**src/wb_cfg_pkg.sv**
```systemverilog
// Writeback stage configuration
package wb_cfg_pkg;

    // Datapath
    // ------------------------------
    localparam int unsigned XLEN = 32;                    // Data width

    localparam logic [XLEN-1:0] PC_RESET = 32'h8000_0000; // PC after reset

    // Common word types
    // ------------------------------
    typedef logic [XLEN-1:0] word_t;     // One data word
    typedef logic [4:0]      reg_addr_t; // GPR index
    typedef logic [11:0]     csr_addr_t; // CSR address
    typedef logic [5:0]      cause_t;    // mcause code

endpackage
```
**src/wb_isa_pkg.sv**
```systemverilog
// Writeback stage ISA encodings
package wb_isa_pkg;

    import wb_cfg_pkg::*;

    // Functional unit one-hot positions
    // ------------------------------
    localparam int unsigned FU_ALU = 0;
    localparam int unsigned FU_MUL = 1;
    localparam int unsigned FU_LSU = 2;
    localparam int unsigned FU_CFU = 3;
    localparam int unsigned FU_CSR = 4;

    typedef logic [4:0] fu_t; // One bit per unit

    // Control flow unit codes
    // ------------------------------
    localparam logic [4:0] CFU_TAKEN  = 5'b00001; // Taken branch
    localparam logic [4:0] CFU_JALI   = 5'b00010; // Direct jump and link
    localparam logic [4:0] CFU_JALR   = 5'b00011; // Indirect jump and link
    localparam logic [4:0] CFU_EBREAK = 5'b00100;
    localparam logic [4:0] CFU_ECALL  = 5'b00101;
    localparam logic [4:0] CFU_MRET   = 5'b00110;

    // Access size field
    localparam logic [1:0] LSU_BYTE = 2'b01;
    localparam logic [1:0] LSU_HALF = 2'b10;
    localparam logic [1:0] LSU_WORD = 2'b11;

    // Machine trap causes
    // ------------------------------
    localparam cause_t TRAP_IOPCODE  = 6'd2;  // Illegal instruction
    localparam cause_t TRAP_BREAKPT  = 6'd3;
    localparam cause_t TRAP_LDALIGN  = 6'd4;
    localparam cause_t TRAP_LDACCESS = 6'd5;
    localparam cause_t TRAP_STALIGN  = 6'd6;
    localparam cause_t TRAP_STACCESS = 6'd7;
    localparam cause_t TRAP_ECALLM   = 6'd11; // ECALL from M mode

    // Micro-op word views
    // ------------------------------
    typedef struct packed {
        logic       store; // Bit 4
        logic       load;  // Bit 3
        logic [1:0] size;  // Byte, half or word
        logic       sgn;   // Sign extend the result
    } lsu_uop_t;

    typedef struct packed {
        logic read;  // Bit 4
        logic write; // Plain write
        logic set;   // Bit set write
        logic clear; // Bit clear write
        logic spare;
    } csr_uop_t;

    // Same 5 bits, read per unit
    typedef union packed {
        lsu_uop_t   lsu;
        csr_uop_t   csr;
        logic [4:0] cfu;
    } uop_t;

endpackage

```
**src/wb_stage_if.sv**
```systemverilog
// Writeback stage instruction bundle
`timescale 1ns/1ps

interface wb_stage_if
    import wb_cfg_pkg::*;
    import wb_isa_pkg::*;
();

    logic      valid;    // Stage holds an instruction
    logic      busy;     // Stage cannot accept the next one
    logic      progress; // Instruction leaves this cycle
    fu_t       fu;       // Zero when not valid
    uop_t      uop;
    word_t     opr_a;    // Result or strobes or target
    word_t     opr_b;    // Address or CSR number
    reg_addr_t rd;       // Also fault cause when trap is set
    logic [1:0] size;    // Instruction size in halfwords
    logic      trap;     // Fault from an earlier stage
    word_t     pc;       // Stage PC

    // Inputs from the pipeline
    modport top  (output valid, fu, uop, opr_a, opr_b, rd, size, trap,
                  input  busy, progress, pc);

    // Stage owner
    modport flow (input  valid, fu, uop, opr_a, opr_b, rd, size, trap,
                  output busy, progress, pc);

    // Result producers
    modport unit (input  valid, busy, progress, fu, uop, opr_a, opr_b, rd,
                         size, trap, pc);

endinterface

```
**src/wb_top.sv**
```systemverilog
// Writeback stage top level
`timescale 1ns/1ps

module wb_top
    import wb_cfg_pkg::*;
    import wb_isa_pkg::*;
(
    input  logic       g_clk,
    input  logic       g_resetn,

    input  logic       s4_valid,     // Stage inputs valid
    input  fu_t        s4_fu,
    input  uop_t       s4_uop,
    input  word_t      s4_opr_a,
    input  word_t      s4_opr_b,
    input  reg_addr_t  s4_rd,
    input  logic [1:0] s4_size,
    input  logic       s4_trap,
    output logic       s4_busy,      // Stall the previous stage

    output logic       gpr_wen,      // Register file write port
    output reg_addr_t  gpr_rd,
    output word_t      gpr_wdata,

    output logic       csr_en,       // CSR access
    output logic       csr_wr,
    output logic       csr_wr_set,
    output logic       csr_wr_clr,
    output csr_addr_t  csr_addr,
    output word_t      csr_wdata,
    input  word_t      csr_rdata,
    input  logic       csr_error,
    input  word_t      csr_mepc,
    input  word_t      csr_mtvec,

    output logic       cf_req,       // Control flow change
    output word_t      cf_target,
    input  logic       cf_ack,

    output logic       trap_cpu,
    output cause_t     trap_cause,
    output word_t      trap_mtval,
    output word_t      trap_pc,

    output logic       exec_mret,
    output logic       hold_lsu_req, // No new LSU requests yet
    output word_t      trs_pc,       // Trace
    output logic       trs_valid,

    input  logic       dmem_req,     // Data memory
    input  logic       dmem_gnt,
    input  logic       dmem_error,
    input  word_t      dmem_rdata
);

    // Peer to peer wires
    logic  lsu_trap, lsu_load, lsu_store;
    logic  csr_trap;
    logic  load_wen, csr_wen, link_wen;
    word_t load_wdata, csr_wres, link_wdata;

    wb_stage_if stage ();

    // Pipeline inputs into the bundle
    // ------------------------------
    assign stage.valid = s4_valid;
    assign stage.fu    = s4_fu;
    assign stage.uop   = s4_uop;
    assign stage.opr_a = s4_opr_a;
    assign stage.opr_b = s4_opr_b;
    assign stage.rd    = s4_rd;
    assign stage.size  = s4_size;
    assign stage.trap  = s4_trap;
    assign s4_busy     = stage.busy;

    assign hold_lsu_req = cf_req; // Memory waits for the flow change

    wb_flow_ctrl u_flow (
        .g_clk, .g_resetn, .stage(stage),
        .lsu_trap, .lsu_load, .lsu_store, .csr_trap,
        .csr_mepc, .csr_mtvec, .cf_ack,
        .cf_req, .cf_target, .exec_mret,
        .trap_cpu, .trap_cause, .trap_mtval, .trap_pc,
        .trs_pc, .trs_valid, .link_wen, .link_wdata
    );

    wb_load_unit u_load (
        .g_clk, .g_resetn, .stage(stage),
        .dmem_req, .dmem_gnt, .dmem_error, .dmem_rdata,
        .load_wen, .load_wdata, .lsu_trap, .lsu_load, .lsu_store
    );

    wb_csr_unit u_csr (
        .g_clk, .g_resetn, .stage(stage),
        .csr_rdata, .csr_error,
        .csr_en, .csr_wr, .csr_wr_set, .csr_wr_clr, .csr_addr, .csr_wdata,
        .csr_wen, .csr_wres, .csr_trap
    );

    wb_gpr_arbiter u_arb (
        .g_clk, .g_resetn, .stage(stage),
        .load_wen, .load_wdata, .csr_wen, .csr_wres, .link_wen, .link_wdata,
        .gpr_wen, .gpr_rd, .gpr_wdata
    );

endmodule

```
**src/wb_gpr_arbiter.sv**
```systemverilog
// Writeback register file port arbiter
`timescale 1ns/1ps

module wb_gpr_arbiter
    import wb_cfg_pkg::*;
    import wb_isa_pkg::*;
(
    input  logic       g_clk,
    input  logic       g_resetn,
    wb_stage_if.unit   stage,

    input  logic       load_wen,
    input  word_t      load_wdata,
    input  logic       csr_wen,
    input  word_t      csr_wres,
    input  logic       link_wen,
    input  word_t      link_wdata,

    output logic       gpr_wen,
    output reg_addr_t  gpr_rd,
    output word_t      gpr_wdata
);

    logic wr_done; // Instruction already wrote rd

    // ALU and multiply results arrive in operand A
    wire opa_wen = stage.fu[FU_ALU] || stage.fu[FU_MUL];

    always_ff @(posedge g_clk) begin
        if (!g_resetn || stage.progress) begin
            wr_done <= 1'b0;
        end else if (gpr_wen) begin
            wr_done <= 1'b1;
        end
    end

    assign gpr_rd    = stage.rd;
    assign gpr_wen   = !(stage.valid && stage.trap) && !wr_done &&
                       (opa_wen || load_wen || csr_wen || link_wen);

    // One-hot unit field keeps the sources exclusive
    assign gpr_wdata = {XLEN{opa_wen }} & stage.opr_a |
                       {XLEN{load_wen}} & load_wdata  |
                       {XLEN{csr_wen }} & csr_wres    |
                       {XLEN{link_wen}} & link_wdata;

endmodule

```
**src/wb_csr_unit.sv**
```systemverilog
// Writeback CSR access
`timescale 1ns/1ps

module wb_csr_unit
    import wb_cfg_pkg::*;
    import wb_isa_pkg::*;
(
    input  logic       g_clk,
    input  logic       g_resetn,
    wb_stage_if.unit   stage,

    input  word_t      csr_rdata,
    input  logic       csr_error,

    output logic       csr_en,     // First cycle only
    output logic       csr_wr,
    output logic       csr_wr_set,
    output logic       csr_wr_clr,
    output csr_addr_t  csr_addr,
    output word_t      csr_wdata,
    output logic       csr_wen,    // Read result to the arbiter
    output word_t      csr_wres,
    output logic       csr_trap
);

    logic csr_done; // Access already issued

    wire fu_csr = stage.fu[FU_CSR];

    always_ff @(posedge g_clk) begin
        if (!g_resetn) begin
            csr_done <= 1'b0;
        end else begin
            csr_done <= !stage.progress && (csr_done || csr_en);
        end
    end

    assign csr_en     = fu_csr && !csr_done;
    assign csr_wr     = fu_csr && stage.uop.csr.write;
    assign csr_wr_set = fu_csr && stage.uop.csr.set;
    assign csr_wr_clr = fu_csr && stage.uop.csr.clear;
    assign csr_addr   = stage.opr_b[11:0];
    assign csr_wdata  = stage.opr_a;

    assign csr_trap   = fu_csr && csr_error; // Illegal opcode trap
    assign csr_wen    = fu_csr && stage.uop.csr.read && !csr_done && !csr_error;
    assign csr_wres   = csr_rdata;

endmodule

```
**src/wb_load_unit.sv**
```systemverilog
// Writeback load data and bus errors
`timescale 1ns/1ps

module wb_load_unit
    import wb_cfg_pkg::*;
    import wb_isa_pkg::*;
(
    input  logic       g_clk,
    input  logic       g_resetn,
    wb_stage_if.unit   stage,

    input  logic       dmem_req,
    input  logic       dmem_gnt,
    input  logic       dmem_error,
    input  word_t      dmem_rdata,

    output logic       load_wen,
    output word_t      load_wdata,
    output logic       lsu_trap,  // Bus error on this access
    output logic       lsu_load,
    output logic       lsu_store
);

    logic dmem_rsp;   // Response due this cycle
    logic err_q;      // Sticky bus error

    // Response tracking
    // ------------------------------
    always_ff @(posedge g_clk) begin
        if (!g_resetn) begin
            dmem_rsp <= 1'b0;
        end else begin
            dmem_rsp <= dmem_req && dmem_gnt; // Granted last cycle
        end
    end

    always_ff @(posedge g_clk) begin
        if (!g_resetn || stage.progress) begin
            err_q <= 1'b0;
        end else if (dmem_rsp) begin
            err_q <= dmem_error;
        end
    end

    wire fu_lsu = stage.fu[FU_LSU];
    wire bus_err = dmem_rsp && dmem_error || err_q;

    assign lsu_load  = fu_lsu && stage.uop.lsu.load;
    assign lsu_store = fu_lsu && stage.uop.lsu.store;
    assign lsu_trap  = fu_lsu && bus_err;

    // Byte alignment
    // ------------------------------
    wire [1:0] ofs   = stage.opr_b[1:0]; // Address low bits
    wire [3:0] strb  = stage.opr_a[3:0]; // Byte strobes from memory stage
    wire is_byte = stage.uop.lsu.size == LSU_BYTE;
    wire is_half = stage.uop.lsu.size == LSU_HALF;
    wire is_word = stage.uop.lsu.size == LSU_WORD;
    wire sgn     = stage.uop.lsu.sgn;

    wire [7:0] b0 = {8{strb[0]}}                          & dmem_rdata[7:0]   |
                    {8{is_byte && ofs == 2'd1}}           & dmem_rdata[15:8]  |
                    {8{is_byte && ofs == 2'd2 ||
                       is_half && ofs[1]}}                & dmem_rdata[23:16] |
                    {8{is_byte && ofs == 2'd3}}           & dmem_rdata[31:24];

    wire [7:0] b1 = {8{is_byte && sgn}}                   & {8{b0[7]}}        |
                    {8{is_half && !ofs[1] || is_word}}    & dmem_rdata[15:8]  |
                    {8{is_half && ofs[1]}}                & dmem_rdata[31:24];

    // Upper half is extension or word data
    wire [15:0] h1 = {16{(is_byte || is_half) && sgn}}    & {16{b1[7]}}       |
                     {16{is_word}}                        & dmem_rdata[31:16];

    assign load_wdata = {h1, b1, b0};
    assign load_wen   = lsu_load && !bus_err; // No write on a bus error

endmodule

```
**src/wb_flow_ctrl.sv**
```systemverilog
// Writeback control flow and trap control
`timescale 1ns/1ps

module wb_flow_ctrl
    import wb_cfg_pkg::*;
    import wb_isa_pkg::*;
(
    input  logic       g_clk,
    input  logic       g_resetn,
    wb_stage_if.flow   stage,

    input  logic       lsu_trap,   // Load or store bus error
    input  logic       lsu_load,
    input  logic       lsu_store,
    input  logic       csr_trap,   // Bad CSR access
    input  word_t      csr_mepc,
    input  word_t      csr_mtvec,
    input  logic       cf_ack,

    output logic       cf_req,
    output word_t      cf_target,
    output logic       exec_mret,
    output logic       trap_cpu,
    output cause_t     trap_cause,
    output word_t      trap_mtval,
    output word_t      trap_pc,
    output word_t      trs_pc,
    output logic       trs_valid,
    output logic       link_wen,   // Jump link value to the arbiter
    output word_t      link_wdata
);

    logic  cfu_done;   // Flow change handled, still stalled
    word_t n_pc;       // Natural next PC

    // Stage PC
    // ------------------------------
    assign n_pc = stage.pc + word_t'({stage.size, 1'b0});

    always_ff @(posedge g_clk) begin
        if (!g_resetn) begin
            stage.pc <= PC_RESET;
        end else if (cf_req && cf_ack) begin
            stage.pc <= cf_target; // Jump or trap taken
        end else if (stage.progress) begin
            stage.pc <= n_pc;
        end
    end

    // CFU decode
    // ------------------------------
    wire fu_cfu     = stage.fu[FU_CFU];
    wire cfu_jump   = fu_cfu && (stage.uop.cfu == CFU_JALI ||
                                 stage.uop.cfu == CFU_JALR);
    wire cfu_taken  = cfu_jump || fu_cfu && stage.uop.cfu == CFU_TAKEN;
    wire cfu_ebreak = fu_cfu && stage.uop.cfu == CFU_EBREAK;
    wire cfu_ecall  = fu_cfu && stage.uop.cfu == CFU_ECALL;
    wire cfu_mret   = fu_cfu && stage.uop.cfu == CFU_MRET;
    wire cfu_trap   = cfu_ebreak || cfu_ecall;

    wire fault      = stage.valid && stage.trap; // Earlier stage fault

    // Anything that ends at the trap vector
    wire tgt_trap   = cfu_trap || fault || lsu_trap || csr_trap;

    assign cf_req    = cfu_taken || cfu_mret || tgt_trap;
    assign cf_target = tgt_trap ? csr_mtvec :
                       {XLEN{cfu_taken}} & stage.opr_a |
                       {XLEN{cfu_mret }} & csr_mepc;

    wire cf_fin     = cf_req && cf_ack; // Handshake this cycle

    // Stall and done
    // ------------------------------
    wire cfu_busy = fu_cfu && !(cfu_done || cf_fin) &&
                    (cfu_taken || cfu_trap || cfu_mret);

    assign stage.busy     = cfu_busy || (cf_req && !cf_ack);
    assign stage.progress = stage.valid && !stage.busy;

    always_ff @(posedge g_clk) begin
        if (!g_resetn) begin
            cfu_done <= 1'b0;
        end else begin
            cfu_done <= !stage.progress && (cfu_done || cf_fin);
        end
    end

    assign exec_mret  = cfu_mret && stage.progress; // One pulse to the CSRs

    assign link_wen   = cfu_jump;
    assign link_wdata = n_pc; // Return address

    // Trap reporting
    // ------------------------------
    wire addr_align = fault && ({1'b0, stage.rd} == TRAP_LDALIGN ||
                                {1'b0, stage.rd} == TRAP_STALIGN);

    assign trap_cpu   = tgt_trap;
    assign trap_cause = lsu_trap && lsu_load  ? TRAP_LDACCESS :
                        lsu_trap && lsu_store ? TRAP_STACCESS :
                        cfu_ebreak            ? TRAP_BREAKPT  :
                        cfu_ecall             ? TRAP_ECALLM   :
                        csr_trap              ? TRAP_IOPCODE  :
                                                {1'b0, stage.rd}; // Fault code
    assign trap_mtval = (lsu_trap || addr_align) ? stage.opr_b : '0;
    assign trap_pc    = stage.pc;

    // Trace one packet per retired instruction
    assign trs_pc    = stage.pc;
    assign trs_valid = |stage.size &&
                       (stage.progress || (cf_fin && !cfu_done));

endmodule

```
**config.mk**
```make
export PLATFORM = sky130hd
export DESIGN_NAME = wb_top
export DESIGN_NICKNAME = d
export VERILOG_FILES = /design/src/wb_cfg_pkg.sv /design/src/wb_isa_pkg.sv /design/src/wb_stage_if.sv /design/src/wb_top.sv /design/src/wb_gpr_arbiter.sv /design/src/wb_csr_unit.sv /design/src/wb_load_unit.sv /design/src/wb_flow_ctrl.sv
export SDC_FILE = /design/constraint.sdc
export NUM_CORES = 1
export LEC_CHECK = 0
export BUFFER_PORTS_ARGS = -buffer_cell sky130_fd_sc_hd__buf_2
export CORE_AREA = 2 2 173 175
export CTS_BUF_LIST = sky130_fd_sc_hd__clkbuf_8
export DETAILED_ROUTE_END_ITERATION = 6
export DIE_AREA = 0 0 175 177
export GPL_ROUTABILITY_DRIVEN = 0
export HOLD_SLACK_MARGIN = 0.03
export PLACE_DENSITY_LB_ADDON = 0.15
export SYNTH_ARGS = -nofsm -noshare
export SYNTH_HDL_FRONTEND = slang
export SYNTH_HIERARCHICAL = 1
export SYNTH_SLANG_ARGS = --single-unit
```
**constraint.sdc**
```tcl
create_clock -name g_clk -period 4.1 [get_ports g_clk]
set_input_delay 0.615 -clock g_clk [delete_from_list [all_inputs] [get_ports g_clk]]
set_output_delay 0.615 -clock g_clk [all_outputs]
set_load 0.01 [all_outputs]
```
==> out/results.tsv <==
metric	value	unit
status	finished with violations	
failing checks	design-rule violations	
CP Launch Type	flip-flop	
Finished Cell Area	8250	sq um
H-tree depth	2	
Mapped Nets	1178	
kind of critical path	flip-flop to output port	
initial core utilization	23.3	%
post-route ant nets	0	
total track usage	21.8	%
arrival time of the worst setup path	3.26	ns
Initial DRC Count	1051	
Layout area overhead	21.2	%
fin crit share	94.4	%
Lkg Pwr	4.15	nW
Peak VDD IR	99.8	uV
M2 GR Usage	34.7	%
WP buf/inv	2	
chip width	175	um
GRT met1 Usage	31.9	%
CP Capture Type	output port	
Hold/Removal Path Class	flip-flop to flip-flop	
Critical Path Stages	10	
I/O Pins	444	
Ys Warns	6	
delay-heaviest family, CP	simple AND/OR/NAND/NOR gates	
Die Ht	177	um
RSZ-0062 raised after global routing	no	
worst slew pin tran	1.21	ns
crit path max fanout	7	
Skew-Pair Late Insertion Delay	0.32	ns
postcts setup bufs	0	
Final Setup Violations	0	
CTS Buffer Depth	2	
TritonCTS Buffers	5	
drt total wl	36.2	mm
pin count of the biggest net entering global routing	40	
Peak Freq	258	MHz
Hold Slack	0.503	ns
Rows	63	
root buffer cell	clkbuf_8	
CTS Sinks	37	
vias in the first global route	7194	
wire per inst	22.8	um
number of max-cap violations	0	
Final Max Slew Viols	0	
drt drc	4	
Crit path largest cell delay	0.45	ns
I/O Buffers	442	
cell count after synthesis	954	
synthesized area per cell	7.14	sq um
fin util	28.2	%
Most Crowded Layer GR	met2	
Max Clock Skew	0.00973	ns
hold depth	2	
DRT Pass-1 Iters	7	
antenna violations before repair	0	
final hold violations	0	
Hold-fix buffers, CTS	0	
GR Util met3	1.93	%
placed instance area	8130	sq um
Worst slew margin	19.3	%
crit path time final	3.87	ns
pwr/cell area	212	nW/um^2
critical path cell sequence	ha_1 -> inv_1 -> fa_1 -> and3b_1 -> nand2_1 -> o31a_1 -> or2_2 -> a222oi_1 -> nand2_1 -> buf_2	
FF-to-FF path depth	8	
die area	31000	sq um
core area	29200	sq um
TritonCTS clock tree	yes	
Slowest-stage cell, CP	fa_1	
Post-Syn Area	6810	sq um
total grt overflow	0	
antenna cells	0	
half-perimeter wire length after placement	29.2	mm
via density per instance	5.18	
first-pass GRT wire length	50.3	mm
layout cells sized above 1	43.2	%
setup TNS	0	ns
Clk pin slew, worst setup/hold paths	0.09	ns
fillers	3353	
Worst Path Required	3.48	ns
fin nets	1419	
Overall Power	0.00175	W
PostCTS Resize Cnt	0	
routed vias	8222	
most used cell, CP	nand2_1	
cell type report:
cell class              count  area [sq um]  share of cell area (%)
multi-input cells         668          4430                    53.6
flip-flops and latches     37           741                    8.98
repair buffers            463          2410                    29.2
well taps                 390           488                    5.91
clock inverters             3          46.3                   0.561
clock buffers               5          68.8                   0.834
inverters                  20          76.3                   0.925
path summary, 6_finish.rpt:
| kind | slack (ns) | start | endpoint |
|---|---|---|---|
| worst max-delay path | 0.23 | u_flow/stage.pc[1] | gpr_wdata[25] |
| worst min register to register | 0.50 | u_csr/csr_done | u_csr/csr_done |
| worst min-delay path | 0.50 | u_csr/csr_done | u_csr/csr_done |
| worst max register to register | 1.29 | u_load/dmem_rsp | u_flow/stage.pc[21] |
power breakdown:
part | leakage (nW) | internal, W | switching, W
sequential | 0.304 | 0.000390 | 0.0000673
combinational | 3.79 | 0.000374 | 0.000569
clock | 0.0543 | 0.000182 | 0.000164
total | 4.15 | 0.000946 | 0.000800
worst min-delay path: cells and delay by family (launching register included):
kind	cells	cell delay, ns
simple gates	2	0.14
flops	1	0.32
metrics by stage:
step	std cells	worst slack (ns)
after global routing	1586	0.0466
after floorplan	954	0.835
after global placement	1578	0.326
final	1586	0.228
after CTS	1586	0.205
after detailed placement	1578	0.293
flip-flops by register name, summed over array words and instances, names as in the netlist:
signal and cells:
u_csr/csr_done 1, u_arb/wr_done 1, u_flow/stage.pc 32, u_load/err_q 1
u_flow/cfu_done 1, u_load/dmem_rsp 1
metal layers:
metal / routed length, um / vias up / share of wire [%]
met3: 2470 / 24 / 6.8
met2: 16600 / 400 / 46
met5: 0 / - / 0
met1: 16600 / 3924 / 46
met4: 538 / 0 / 1.5
li1: - / 3874 / -
cells in the final DEF, fill, tap and decap left out, types with 6 or more instances in the layout:
cell / n
nor2b_1: 37
a211o_1: 9
buf_4: 18
o221a_2: 6
nor3_1: 39
mux2_2: 8
o21a_1: 11
nand2_1: 108
and2_1: 9
dfxtp_1: 37
o211ai_1: 8
and3_1: 16
nand4_1: 8
o21ai_1: 23
nor4_1: 25
or3_1: 7
a21oi_1: 29
o211a_1: 8
a221oi_1: 21
buf_2: 442
xor2_1: 14
xnor2_1: 15
a22oi_1: 18
a222oi_1: 39
nand3_1: 19
nor2_1: 55
inv_1: 19
o21ai_0: 36
Power figures use the tool's default switching activity.
